### src/rv_core_macros.svh
`ifndef RV_CORE_MACROS_SVH
`define RV_CORE_MACROS_SVH

// --------------------
// widths
`define ARCH_WIDTH 32
`define RF_ADDR_WIDTH 5

// DEC, EXE, WBK
`define PIPE_STAGES 3

// --------------------
// major opcodes
`define OPC_OP 7'b0110011
`define OPC_OP_IMM 7'b0010011
`define OPC_LUI 7'b0110111
`define OPC_SYSTEM 7'b1110011

// retired instruction counter
`define CSR_MINSTRET 12'hB02

`endif

### src/rv_core_pkg.sv
`include "rv_core_macros.svh"

package rv_core_pkg;

// --------------------
// plain vectors
typedef logic [`ARCH_WIDTH-1:0] arch_width_t;
typedef logic [`ARCH_WIDTH-1:0] inst_width_t;
typedef logic [`RF_ADDR_WIDTH-1:0] rf_addr_t;

// --------------------
// selectors
typedef enum logic [3:0] {
    ALU_ADD,
    ALU_SUB,
    ALU_AND,
    ALU_OR,
    ALU_XOR,
    ALU_SLL,
    ALU_SRL,
    ALU_SRA,
    ALU_SLT,
    ALU_SLTU
} alu_op_t;

typedef enum logic {
    B_SEL_RS2,
    B_SEL_IMM
} b_sel_t;

typedef enum logic [1:0] {
    E_RES_SEL_ALU,
    E_RES_SEL_IMM_U,
    E_RES_SEL_CSR
} e_res_sel_t;

// --------------------
// stage payloads
typedef struct packed {
    alu_op_t alu_op;
    b_sel_t b_sel;
    e_res_sel_t e_res_sel;
    logic rd_we;
    rf_addr_t rs1;
    rf_addr_t rs2;
    rf_addr_t rd;
    arch_width_t imm;
} decoded_t;

typedef struct packed {
    logic valid;
    decoded_t decoded;
    arch_width_t op_a;
    arch_width_t op_b;
} exe_stage_t;

// WBK register and retire port
typedef struct packed {
    rf_addr_t rd;
    logic we;
    arch_width_t data;
} retire_t;

endpackage

### src/rv_core.sv
`timescale 1ns/1ps
`include "rv_core_macros.svh"

module rv_core
    import rv_core_pkg::*;
(
    input  logic        clk,
    input  logic        rst,
    input  logic        inst_valid_i,
    input  inst_width_t inst_i,
    output logic        inst_ready_o,
    output logic        retire_valid_o,
    output retire_t     retire_o
);

// --------------------
// reset sequence
logic [`PIPE_STAGES-1:0] reset_seq;
logic flush_dec;
logic flush_exe;
logic flush_wbk;
logic ready_q;

// ones drain out from the DEC end first
always_ff @(posedge clk) begin
    if (rst) begin
        reset_seq <= '1;
        ready_q <= 1'b0;
    end else begin
        reset_seq <= {reset_seq[`PIPE_STAGES-2:0], 1'b0};
        // rises together with reset_seq reaching zero
        ready_q <= (reset_seq[`PIPE_STAGES-2:0] == '0);
    end
end

assign flush_dec = reset_seq[0];
assign flush_exe = reset_seq[1];
assign flush_wbk = reset_seq[`PIPE_STAGES-1];

// pipeline never stalls once out of reset
assign inst_ready_o = ready_q;

// --------------------
// DEC stage
logic accept;
logic valid_dec;
inst_width_t inst_dec;
decoded_t decoded_dec;
arch_width_t rs1_data_dec;
arch_width_t rs2_data_dec;
arch_width_t op_b_dec;

assign accept = inst_valid_i && inst_ready_o;

always_ff @(posedge clk) begin
    if (accept) begin
        inst_dec <= inst_i;
    end
    // idle input turns into a bubble
    if (flush_dec) begin
        valid_dec <= 1'b0;
    end else begin
        valid_dec <= accept;
    end
end

rv_decoder rv_decoder_i (
    .inst_i    (inst_dec),
    .decoded_o (decoded_dec)
);

retire_t wbk_q;
logic valid_wbk;

rv_reg_file rv_reg_file_i (
    .clk        (clk),
    .rs1_i      (decoded_dec.rs1),
    .rs2_i      (decoded_dec.rs2),
    .wr_i       (wbk_q),
    .wr_valid_i (valid_wbk),
    .rs1_data_o (rs1_data_dec),
    .rs2_data_o (rs2_data_dec)
);

assign op_b_dec = (decoded_dec.b_sel == B_SEL_IMM) ? decoded_dec.imm : rs2_data_dec;

// --------------------
// EXE stage
exe_stage_t exe_q;
retire_t result_exe;
arch_width_t minstret;

always_ff @(posedge clk) begin
    exe_q.decoded <= decoded_dec;
    exe_q.op_a <= rs1_data_dec;
    exe_q.op_b <= op_b_dec;
    if (flush_exe) begin
        exe_q.valid <= 1'b0;
    end else begin
        exe_q.valid <= valid_dec;
    end
end

rv_execute rv_execute_i (
    .stage_i     (exe_q),
    .wbk_i       (wbk_q),
    .wbk_valid_i (valid_wbk),
    .csr_data_i  (minstret),
    .result_o    (result_exe)
);

// --------------------
// WBK stage and retire
always_ff @(posedge clk) begin
    wbk_q <= result_exe;
    if (flush_wbk) begin
        valid_wbk <= 1'b0;
    end else begin
        valid_wbk <= exe_q.valid;
    end
end

rv_retire_counter rv_retire_counter_i (
    .clk            (clk),
    .rst            (rst),
    .retire_valid_i (valid_wbk),
    .count_o        (minstret)
);

assign retire_valid_o = valid_wbk;
assign retire_o = wbk_q;

endmodule

### src/rv_decoder.sv
`timescale 1ns/1ps
`include "rv_core_macros.svh"

module rv_decoder
    import rv_core_pkg::*;
(
    input  inst_width_t inst_i,
    output decoded_t    decoded_o
);

logic [6:0] opcode;
logic [2:0] funct3;
logic [6:0] funct7;
logic [11:0] csr_addr;
arch_width_t imm_i;
arch_width_t imm_u;
alu_op_t alu_op;
logic funct7_ok;
logic known;

assign opcode = inst_i[6:0];
assign funct3 = inst_i[14:12];
assign funct7 = inst_i[31:25];
assign csr_addr = inst_i[31:20];

// sign extended I, upper U
assign imm_i = {{20{inst_i[31]}}, inst_i[31:20]};
assign imm_u = {inst_i[31:12], 12'h000};

// same funct3 map for both ALU forms, SUB only with a register operand
always_comb begin
    case (funct3)
        3'b000: alu_op = (opcode == `OPC_OP && funct7[5]) ? ALU_SUB : ALU_ADD;
        3'b001: alu_op = ALU_SLL;
        3'b010: alu_op = ALU_SLT;
        3'b011: alu_op = ALU_SLTU;
        3'b100: alu_op = ALU_XOR;
        3'b101: alu_op = funct7[5] ? ALU_SRA : ALU_SRL;
        3'b110: alu_op = ALU_OR;
        default: alu_op = ALU_AND;
    endcase
end

// funct7 only constrained where the encoding defines it
always_comb begin
    funct7_ok = 1'b1;
    if (opcode == `OPC_OP) begin
        funct7_ok = (funct7 == 7'b0000000) ||
                    (funct7 == 7'b0100000 && (funct3 == 3'b000 || funct3 == 3'b101));
    end else if (funct3 == 3'b001) begin
        funct7_ok = (funct7 == 7'b0000000);
    end else if (funct3 == 3'b101) begin
        funct7_ok = (funct7 == 7'b0000000) || (funct7 == 7'b0100000);
    end
end

always_comb begin
    decoded_o.alu_op = alu_op;
    decoded_o.b_sel = B_SEL_RS2;
    decoded_o.e_res_sel = E_RES_SEL_ALU;
    decoded_o.rs1 = inst_i[19:15];
    decoded_o.rs2 = inst_i[24:20];
    decoded_o.rd = inst_i[11:7];
    decoded_o.imm = imm_i;
    case (opcode)
        `OPC_OP: known = funct7_ok;
        `OPC_OP_IMM: begin
            decoded_o.b_sel = B_SEL_IMM;
            known = funct7_ok;
        end
        `OPC_LUI: begin
            decoded_o.b_sel = B_SEL_IMM;
            decoded_o.e_res_sel = E_RES_SEL_IMM_U;
            decoded_o.imm = imm_u;
            known = 1'b1;
        end
        `OPC_SYSTEM: begin
            // csrrs rd, minstret, x0 only
            decoded_o.b_sel = B_SEL_IMM;
            decoded_o.e_res_sel = E_RES_SEL_CSR;
            known = (funct3 == 3'b010) && (inst_i[19:15] == '0) &&
                    (csr_addr == `CSR_MINSTRET);
        end
        default: known = 1'b0;
    endcase
    // unknown and x0 targets still retire, just without a write
    decoded_o.rd_we = known && (decoded_o.rd != '0);
end

endmodule

### src/rv_execute.sv
`timescale 1ns/1ps

module rv_execute
    import rv_core_pkg::*;
(
    input  exe_stage_t  stage_i,
    input  retire_t     wbk_i,
    input  logic        wbk_valid_i,
    input  arch_width_t csr_data_i,
    output retire_t     result_o
);

decoded_t dec;
logic fwd_a;
logic fwd_b;
arch_width_t op_a;
arch_width_t op_b;
logic [4:0] shamt;
arch_width_t alu_out;
arch_width_t res;

assign dec = stage_i.decoded;

// --------------------
// forwarding from WBK
assign fwd_a = wbk_valid_i && wbk_i.we && (wbk_i.rd == dec.rs1);
assign fwd_b = wbk_valid_i && wbk_i.we && (wbk_i.rd == dec.rs2) &&
               (dec.b_sel == B_SEL_RS2);

assign op_a = fwd_a ? wbk_i.data : stage_i.op_a;
assign op_b = fwd_b ? wbk_i.data : stage_i.op_b;

// --------------------
// ALU
assign shamt = op_b[4:0];

always_comb begin
    case (dec.alu_op)
        ALU_ADD: alu_out = op_a + op_b;
        ALU_SUB: alu_out = op_a - op_b;
        ALU_AND: alu_out = op_a & op_b;
        ALU_OR: alu_out = op_a | op_b;
        ALU_XOR: alu_out = op_a ^ op_b;
        ALU_SLL: alu_out = op_a << shamt;
        ALU_SRL: alu_out = op_a >> shamt;
        ALU_SRA: alu_out = arch_width_t'($signed(op_a) >>> shamt);
        ALU_SLT: alu_out = arch_width_t'($signed(op_a) < $signed(op_b));
        ALU_SLTU: alu_out = arch_width_t'(op_a < op_b);
        default: alu_out = '0;
    endcase
end

// --------------------
// result select
always_comb begin
    case (dec.e_res_sel)
        E_RES_SEL_IMM_U: res = dec.imm;
        E_RES_SEL_CSR: res = csr_data_i;
        default: res = alu_out;
    endcase
end

// a bubble never writes
assign result_o = '{
    rd: dec.rd,
    we: stage_i.valid && dec.rd_we,
    data: res
};

endmodule

### src/rv_reg_file.sv
`timescale 1ns/1ps
`include "rv_core_macros.svh"

module rv_reg_file
    import rv_core_pkg::*;
(
    input  logic        clk,
    input  rf_addr_t    rs1_i,
    input  rf_addr_t    rs2_i,
    input  retire_t     wr_i,
    input  logic        wr_valid_i,
    output arch_width_t rs1_data_o,
    output arch_width_t rs2_data_o
);

// x0 has no storage
arch_width_t regs [1:(1 << `RF_ADDR_WIDTH) - 1];
logic wr_en;

assign wr_en = wr_valid_i && wr_i.we && (wr_i.rd != '0);

always_ff @(posedge clk) begin
    if (wr_en) begin
        regs[wr_i.rd] <= wr_i.data;
    end
end

// write-through so DEC sees the value WBK is writing this cycle
function automatic arch_width_t read_port(input rf_addr_t addr);
    if (addr == '0) return '0;
    if (wr_en && (addr == wr_i.rd)) return wr_i.data;
    return regs[addr];
endfunction

always_comb begin
    rs1_data_o = read_port(rs1_i);
    rs2_data_o = read_port(rs2_i);
end

endmodule

### src/rv_retire_counter.sv
`timescale 1ns/1ps

module rv_retire_counter
    import rv_core_pkg::*;
(
    input  logic        clk,
    input  logic        rst,
    input  logic        retire_valid_i,
    output arch_width_t count_o
);

arch_width_t count_q;

// minstret
always_ff @(posedge clk) begin
    if (rst) begin
        count_q <= '0;
    end else if (retire_valid_i) begin
        count_q <= count_q + 1'b1;
    end
end

// include the instruction leaving WBK this cycle,
// it is older than whatever reads the CSR in EXE
assign count_o = count_q + arch_width_t'(retire_valid_i);

endmodule

### config.mk
export PLATFORM = sky130hd
export DESIGN_NAME = rv_core
export DESIGN_NICKNAME = d
export VERILOG_FILES = /design/src/rv_core_pkg.sv /design/src/rv_core.sv /design/src/rv_decoder.sv /design/src/rv_execute.sv /design/src/rv_reg_file.sv /design/src/rv_retire_counter.sv
export VERILOG_INCLUDE_DIRS = /design/src
export SDC_FILE = /design/constraint.sdc
export NUM_CORES = 2
export LEC_CHECK = 0
export BUFFER_PORTS_ARGS = -buffer_cell sky130_fd_sc_hd__buf_4
export CORE_MARGIN = 3
export CORE_UTILIZATION = 40
export CTS_BUF_LIST = sky130_fd_sc_hd__clkbuf_4 sky130_fd_sc_hd__clkbuf_8
export DETAILED_ROUTE_END_ITERATION = 10
export GPL_ROUTABILITY_DRIVEN = 0
export PLACE_DENSITY = 0.55
export SLEW_MARGIN = 20
export SYNTH_ARGS = -nofsm -noshare
export SYNTH_HDL_FRONTEND = slang
export SYNTH_SLANG_ARGS = --single-unit
### constraint.sdc
create_clock -name clk -period 6.7 [get_ports clk]
set_input_delay 1.005 -clock clk [delete_from_list [all_inputs] [get_ports clk]]
set_output_delay 1.005 -clock clk [all_outputs]
set_load 0.02 [all_outputs]
[Word-level counts from Yosys, hierarchy flattened]
Memories as Yosys holds them, arrays and structs flattened. A register that Yosys moved wholly into a read port is not among the register bits.
Index checks and enable logic that the tools add are counted.
Word-level totals
  register bits after elaboration: 228
  RAM bits: 992
  output and inout bits: 40
  memories: 1
Memories
  rv_reg_file_i.regs: depth 31, bits a word 32, read ports 2, clocked after Yosys merged registers in 2, write ports 1, line rv_reg_file.sv:17  | arch_width_t regs [1:(1 << `RF_ADDR_WIDTH) - 1];
Cells by class
  $add $sub $neg: 4
  $lt $le $gt $ge: 2
  eq/ne operators: 27
  shift-type cells: 3
  mux-type cells: 34
  bitwise operators: 4
  reductions and logical operators: 27
Operators by type and width (number)
  32-bit 2-to-1 mux: 11
  32-bit one-hot mux with 10 select lines: 1
  32-bit less-than comparator: 2
  32-bit one-hot mux with 2 select lines: 1
  32-bit by 1-bit adder with 32-bit output: 1
  32-bit by 1-bit adder with 32-bit output, second input constant: 1
  32-bit adder: 1
  32-bit AND: 1
  32-bit OR: 1
  32-bit by 5-bit << shifter with 32-bit output: 1
  32-bit by 5-bit >> shifter with 32-bit output: 1
  32-bit by 5-bit >>> shifter with 32-bit output: 1
  32-bit subtractor: 1
  32-bit bitwise XOR: 1
  31-bit 2-to-1 mux: 1
  4-bit one-hot mux with 7 select lines: 1
  7-bit by 6-bit equality test with 1-bit output, second input constant: 3
  5-bit equality test: 4
  4-bit by 3-bit equality test with 1-bit output, second input constant: 4
  1-bit 2-to-1 mux: 15
  1-bit logical AND: 14
  12-bit equality test, second input constant: 1
  5-bit zero test: 2
  5-bit 2-to-1 mux: 2
  other kinds (21): 29

[Logic depth before layout (Yosys ltp)]
  depth in word-level cells: 8
  depth in mapped cells: 23

[Hierarchy]
From an unflattened synthesis, not the netlist that was laid out.
Unflattened totals
  cell total of the unflattened synthesis: 5172
  area, all modules: 66342.4 µm²
Modules (own cells, without submodules)
  rv_reg_file: instances 1, cells each 2804, area each 47702.0 µm², sequential area each 29788.6 µm²
  rv_execute: instances 1, cells each 1775, area each 11044.3 µm², sequential area each 0.0 µm²
  rv_core: instances 1, cells each 239, area each 4833.4 µm², sequential area each 4244.1 µm²
  rv_retire_counter: instances 1, cells each 262, area each 2134.5 µm², sequential area each 640.6 µm²
  rv_decoder: instances 1, cells each 92, area each 628.1 µm², sequential area each 0.0 µm²

[Least setup slack after synthesis]
No wires, ideal clock.
  path type: register to register
  start: register valid_wbk, in the netlist retire_valid_o
  end: register wbk_q, in the netlist retire_o[29]
  setup time: 0.125 ns
  arrival time: 5.202 ns
  setup slack: 1.373 ns
  stages on the path, launching flop included: 20
  buffers on the path: 4
  period minus slack after synthesis: 5.327 ns
  path through: dfxtp_1 -> buf_4 -> nand2_1 -> nor3_2 -> nand2_1 -> mux2i_2 -> clkbuf_1 -> buf_1 -> ha_1 -> clkbuf_1 -> o21bai_1 -> o21a_1 -> o31ai_1 -> a41o_1 -> a31o_2 -> a21oi_1 -> o41ai_1 -> a31oi_1 -> mux2i_1 -> o41a_1
RTL lines
  start, declared: line rv_core.sv:73  | logic valid_wbk;
  start signal, assigned: line rv_core.sv:119  | valid_wbk <= exe_q.valid;
  end signal, assigned: line rv_core.sv:115  | wbk_q <= result_exe;
  end, declared: line rv_core.sv:72  | retire_t wbk_q;

==> results.md <==
Min path:
- The class of the most critical hold timing path is in2reg.

Pwr:
- The total power divided by cell area is approximately 230 nW/µm².
- The part of the total power dissipated in the clock network is 0.423.
- The switching fraction of total power is 0.255.
- The share of total power dissipated in sequential elements is 0.493.
- In this run the power spent charging and discharging nets is between 4 and 5 mW.
- IR analysis of the VDD net gives a maximum drop of ~0.18 mV.
- Summed over all cells, the static leakage comes to between 20 and 25 nW.
- The internal power of the cells totals 12.8 mW.
- The combinational share of power is 0.084.

Synthesis:
- The cell with the most instances after synthesis is sky130_fd_sc_hd__edfxtp_1.
- The number of nets in the synthesized netlist is 4901.
- The share of synthesized flip-flops with an asynchronous set or reset is 0.
- By count the netlist is led by 1024 x sky130_fd_sc_hd__edfxtp_1, 564 x sky130_fd_sc_hd__mux4_2, 376 x sky130_fd_sc_hd__nor2_1.
- In the synthesized netlist the dominant register cell turns out to be sky130_fd_sc_hd__edfxtp_1.
- sky130_fd_sc_hd__edfxtp_1 takes more of the synthesized area than any other cell.
- Yosys attributes the largest share of cell area to sky130_fd_sc_hd__edfxtp_1 47%, sky130_fd_sc_hd__mux4_2 19%, sky130_fd_sc_hd__dfxtp_1 6.3%, sky130_fd_sc_hd__mux2i_1 2.6%, sky130_fd_sc_hd__nor2_1 2.2%.
- The average size of a mapped cell is ~14 µm².
- Of the post-synthesis cell area, the dominant cell type holds 0.469.
- Counting flops with a built-in enable in the synthesized netlist gives roughly 1000.
- Synthesis produced a netlist whose cell count is around 4800.
- The number of different library cells used by synthesis comes to 93.
- After synthesis the netlist holds a flip-flop and latch count of between 1000 and 1500.
- The area of the mapped netlist is 65600 µm².
- The sequential share of the synthesized area is 0.532.
- During synthesis, Yosys emitted a total of 0 warnings.

Timing:
- The transition time of the tightest slew-check pin is 1.23 ns.
- The peak clock frequency supported by timing is ~160 MHz.
- The clock arrives with approximately 0.058 ns of skew.
- Headroom to the max-slew limit came out at 0.179.
- The period utilization is 0.941.
- The worst path needs ~6.3 ns of the cycle, external delays included.
- Adding up every negative setup slack in the final design gives 0 ns.
- Setup repair after global routing left no endpoint under its margin.
- The final setup violation count is 0.
- The number of max-slew violations in the final report is 0.
- The final hold violation count is 0.

Outcome:
- The run finished with clean final reports.

Clock tree:
- The level count of the clock H-tree is 4.
- After clock tree synthesis, the clock-pin slew on the worst setup and hold paths is 0.06 ns.
- The count of clock tree sinks is 1230.
- The tree is rooted in a sky130_fd_sc_hd__clkbuf_8.
- The post-cts repair resize count is 0.
- Post-CTS timing repair inserted 0 buffers for setup.
- The clock tree from TritonCTS is done.
- At the later pin of the worst-skew pair, clock insertion delay measures 0.98 ns.
- The clock tree buffer depth is 3.
- The hold-fix buffer count after cts is 0.
- Buffers inserted during clock tree synthesis total 208.

GRT:
- The initial antenna violation count is 8.
- After global routing the overflow that remains totals 0.
- The first global-routing pass estimated roughly 340000 µm of wire.
- The pin count of the biggest net entering global routing is 88.
- The number of global-route vias before repair is about 46000.
- Across every metal layer, demand over resource in global routing totals 0.279.

Drt:
- Dividing the detail-routed wire length by the instance count gives 33.4 µm.
- The final layout contains routed wiring with a total length of roughly 240000 µm.
- The number of nets still failing antenna checks after routing is 0.
- The initial DRC count is just under 7000.
- The total number of vias is 47005.
- In the routed layout, each cell is associated on average with a via count of around 6.6.
- The total DRC errors in the routed layout is 0.
- Before antenna repair, the detailed router went through 10 iterations.

Layout:
- The area of all placed cells without fillers is 73600 µm².
- In the final design database the tool counted between 4000 and 5000 nets.
- Summing all flip-flop and latch instances after layout gives around 35000 µm².
- The number of filler instances in the final layout is 14398.
- The final cell count without fillers is approximately 7200.
- Of the cells placed in the final design, the portion with a size suffix greater than 1 is 0.261.
- The multi-input combinational cells in the finished layout cover a total of slightly below 30000 µm².
- The area growth from synthesis to layout is 12.2%.

Die:
- In this run the vertical extent of the chip is 411 µm.
- The area enclosed by the die boundary is roughly 170000 µm².
- The placeable core region is ~160000 µm².
- For this design the top-level I/O count stands at 75.
- The row count is 147.
- From left edge to right edge, the die measures between 400 and 500 µm.
- The starting density of the core is 0.406.

Place:
- Once placement completed, the tool counted placed cells totaling slightly below 7000.
- The wire-length estimate of the detail-placed layout is 149000 µm.
- The quantity of I/O buffers inserted on ports is between 70 and 80.
- The cell area after placement is 69100 µm².

Worst setup path:
- The kind of end point of the critical path is a register.
- The required time of the critical path is 7.54 ns.
- The slowest stage of the critical path belongs to the cell sky130_fd_sc_hd__a2111oi_0.
- The largest driver fanout on the critical path is 15.
- The startpoint type of the worst setup path is a register.
- The worst setup path is of the reg2reg kind.
- The signal on the critical path passes through xor2_1 > or3_1 > buf_4 > o21ai_4 > nand2_4 > ha_1 > nor2b_1 > o211ai_1 > a2111oi_0 > o311ai_0 > nand4b_1 > a31oi_1 > o31ai_1 > a21oi_1 > o311a_1 > o31a_1.
- In this design, the stage delay of the slowest critical-path cell is roughly 1.0 ns.
- The data arrival time at the worst-slack endpoint is ~7.2 ns.

Job:
- The tool flagged a number of max-cap violations equal to 0.
-- state kept, by name, indices dropped and copies added, names as in the netlist, named ones only --
register	cells
exe_q	120
inst_dec	32
inst_ready_o	1
reset_seq	3
retire_o	38
retire_valid_o	1
rv_reg_file_i.regs	992
rv_retire_counter_i.count_q	32
valid_dec	1
-- per-layer routing --
layer | GRT usage | wire, µm
met4 | 0.129 | 12600
met2 | 0.425 | 107000
met5 | 0.00201 | 60
met1 | 0.374 | 93600
met3 | 0.0744 | 25800
-- cell families (layout without fill, tap and decap cells) --
family | after synthesis | in the layout | share of synthesized area
AO/OA/AOI/OAI | 1025 | 1025 | 0.106
XOR/XNOR | 84 | 84 | 0.0112
adder cells (fa/ha/maj) | 104 | 104 | 0.0201
buffers and inverters | 508 | 736 | 0.0304
flip-flops | 1230 | 1230 | 0.532
multiplexers | 785 | 785 | 0.228
other | 0 | 8 | 0
AND/OR/NAND/NOR | 1026 | 1026 | 0.0715
-- power by group through the flow --
stage / clock network, mW / registers [mW] / logic [mW]
detailed placement: 0 / 8.65 / 1.39
global route: 7.75 / 8.49 / 1.51
CTS: 7.42 / 8.49 / 1.39
finish: 7.29 / 8.50 / 1.44
global placement: 0 / 8.65 / 1.38
floorplan: 0 / 8.72 / 0.753
-- placed cells by master, fill, tap and decap left out, types with 93 or more instances in the layout --
master                     Yosys  routed
sky130_fd_sc_hd__edfxtp_1   1024    1024
sky130_fd_sc_hd__mux4_2      564     564
sky130_fd_sc_hd__nor2_1      376     344
sky130_fd_sc_hd__a21oi_1     272     271
sky130_fd_sc_hd__nand2_1     257     255
sky130_fd_sc_hd__buf_4         4     224
sky130_fd_sc_hd__clkbuf_8      0     223
sky130_fd_sc_hd__dfxtp_1     206     186
sky130_fd_sc_hd__mux2i_1     172     172
sky130_fd_sc_hd__a211oi_1    149     149
sky130_fd_sc_hd__o21ai_0     136     136
sky130_fd_sc_hd__inv_1       110     109
sky130_fd_sc_hd__ha_1        102     102
sky130_fd_sc_hd__nor3_1       96      93
-- layout make-up --
cell class / count / share of cell area
flip-flops and latches: 1230 / 0.475
multi-input cells: 3024 / 0.394
clock buffers: 262 / 0.0457
well taps: 2160 / 0.0367
repair buffers: 240 / 0.0275
clock inverters: 120 / 0.0150
inverters: 114 / 0.00588
diodes: 8 / 0.000272
-- through the flow --
stage | utilization | hold slack, ns | total power [mW] | worst slack, ns
6_report | 0.455 | 0.217 | 17.2 | 0.394
5_1_grt | 0.455 | 0.146 | 17.8 | 0.0642
4_1_cts | 0.455 | 0.114 | 17.3 | 0.526
3_5_place_dp | 0.427 | 0.348 | 10.0 | 0.502
3_3_place_gp | 0.427 | 0.348 | 10.0 | 0.614
2_1_floorplan | - | 0.310 | 9.47 | 1.37
-- worst max-delay path: cells and delay by family (launching register included) --
| family | cells | cell delay [ns] |
|---|---|---|
| AOI/OAI and AO/OA | 9 | 3.63 |
| xor gates and xnor gates | 1 | 0.16 |
| adders and majority gates | 1 | 0.41 |
| buffers and inverters | 1 | 0.25 |
| DFF | 1 | 0.57 |
| and+or+nand+nor | 4 | 1.16 |
-- worst paths after layout --
| kind | startpoint | depth (start not counted) | slack [ns] | to |
|---|---|---|---|---|
| setup reg to reg | retire_o[33] | 16 | 0.39 | retire_o[0] |
| setup / recovery | retire_o[33] | 16 | 0.39 | retire_o[0] |
| hold reg to reg | exe_q[96] | 0 | 0.33 | retire_o[33] |
| hold / removal | inst_i[6] | 1 | 0.22 | inst_dec[6] |
No activity file was read; power rests on OpenSTA's default activity.
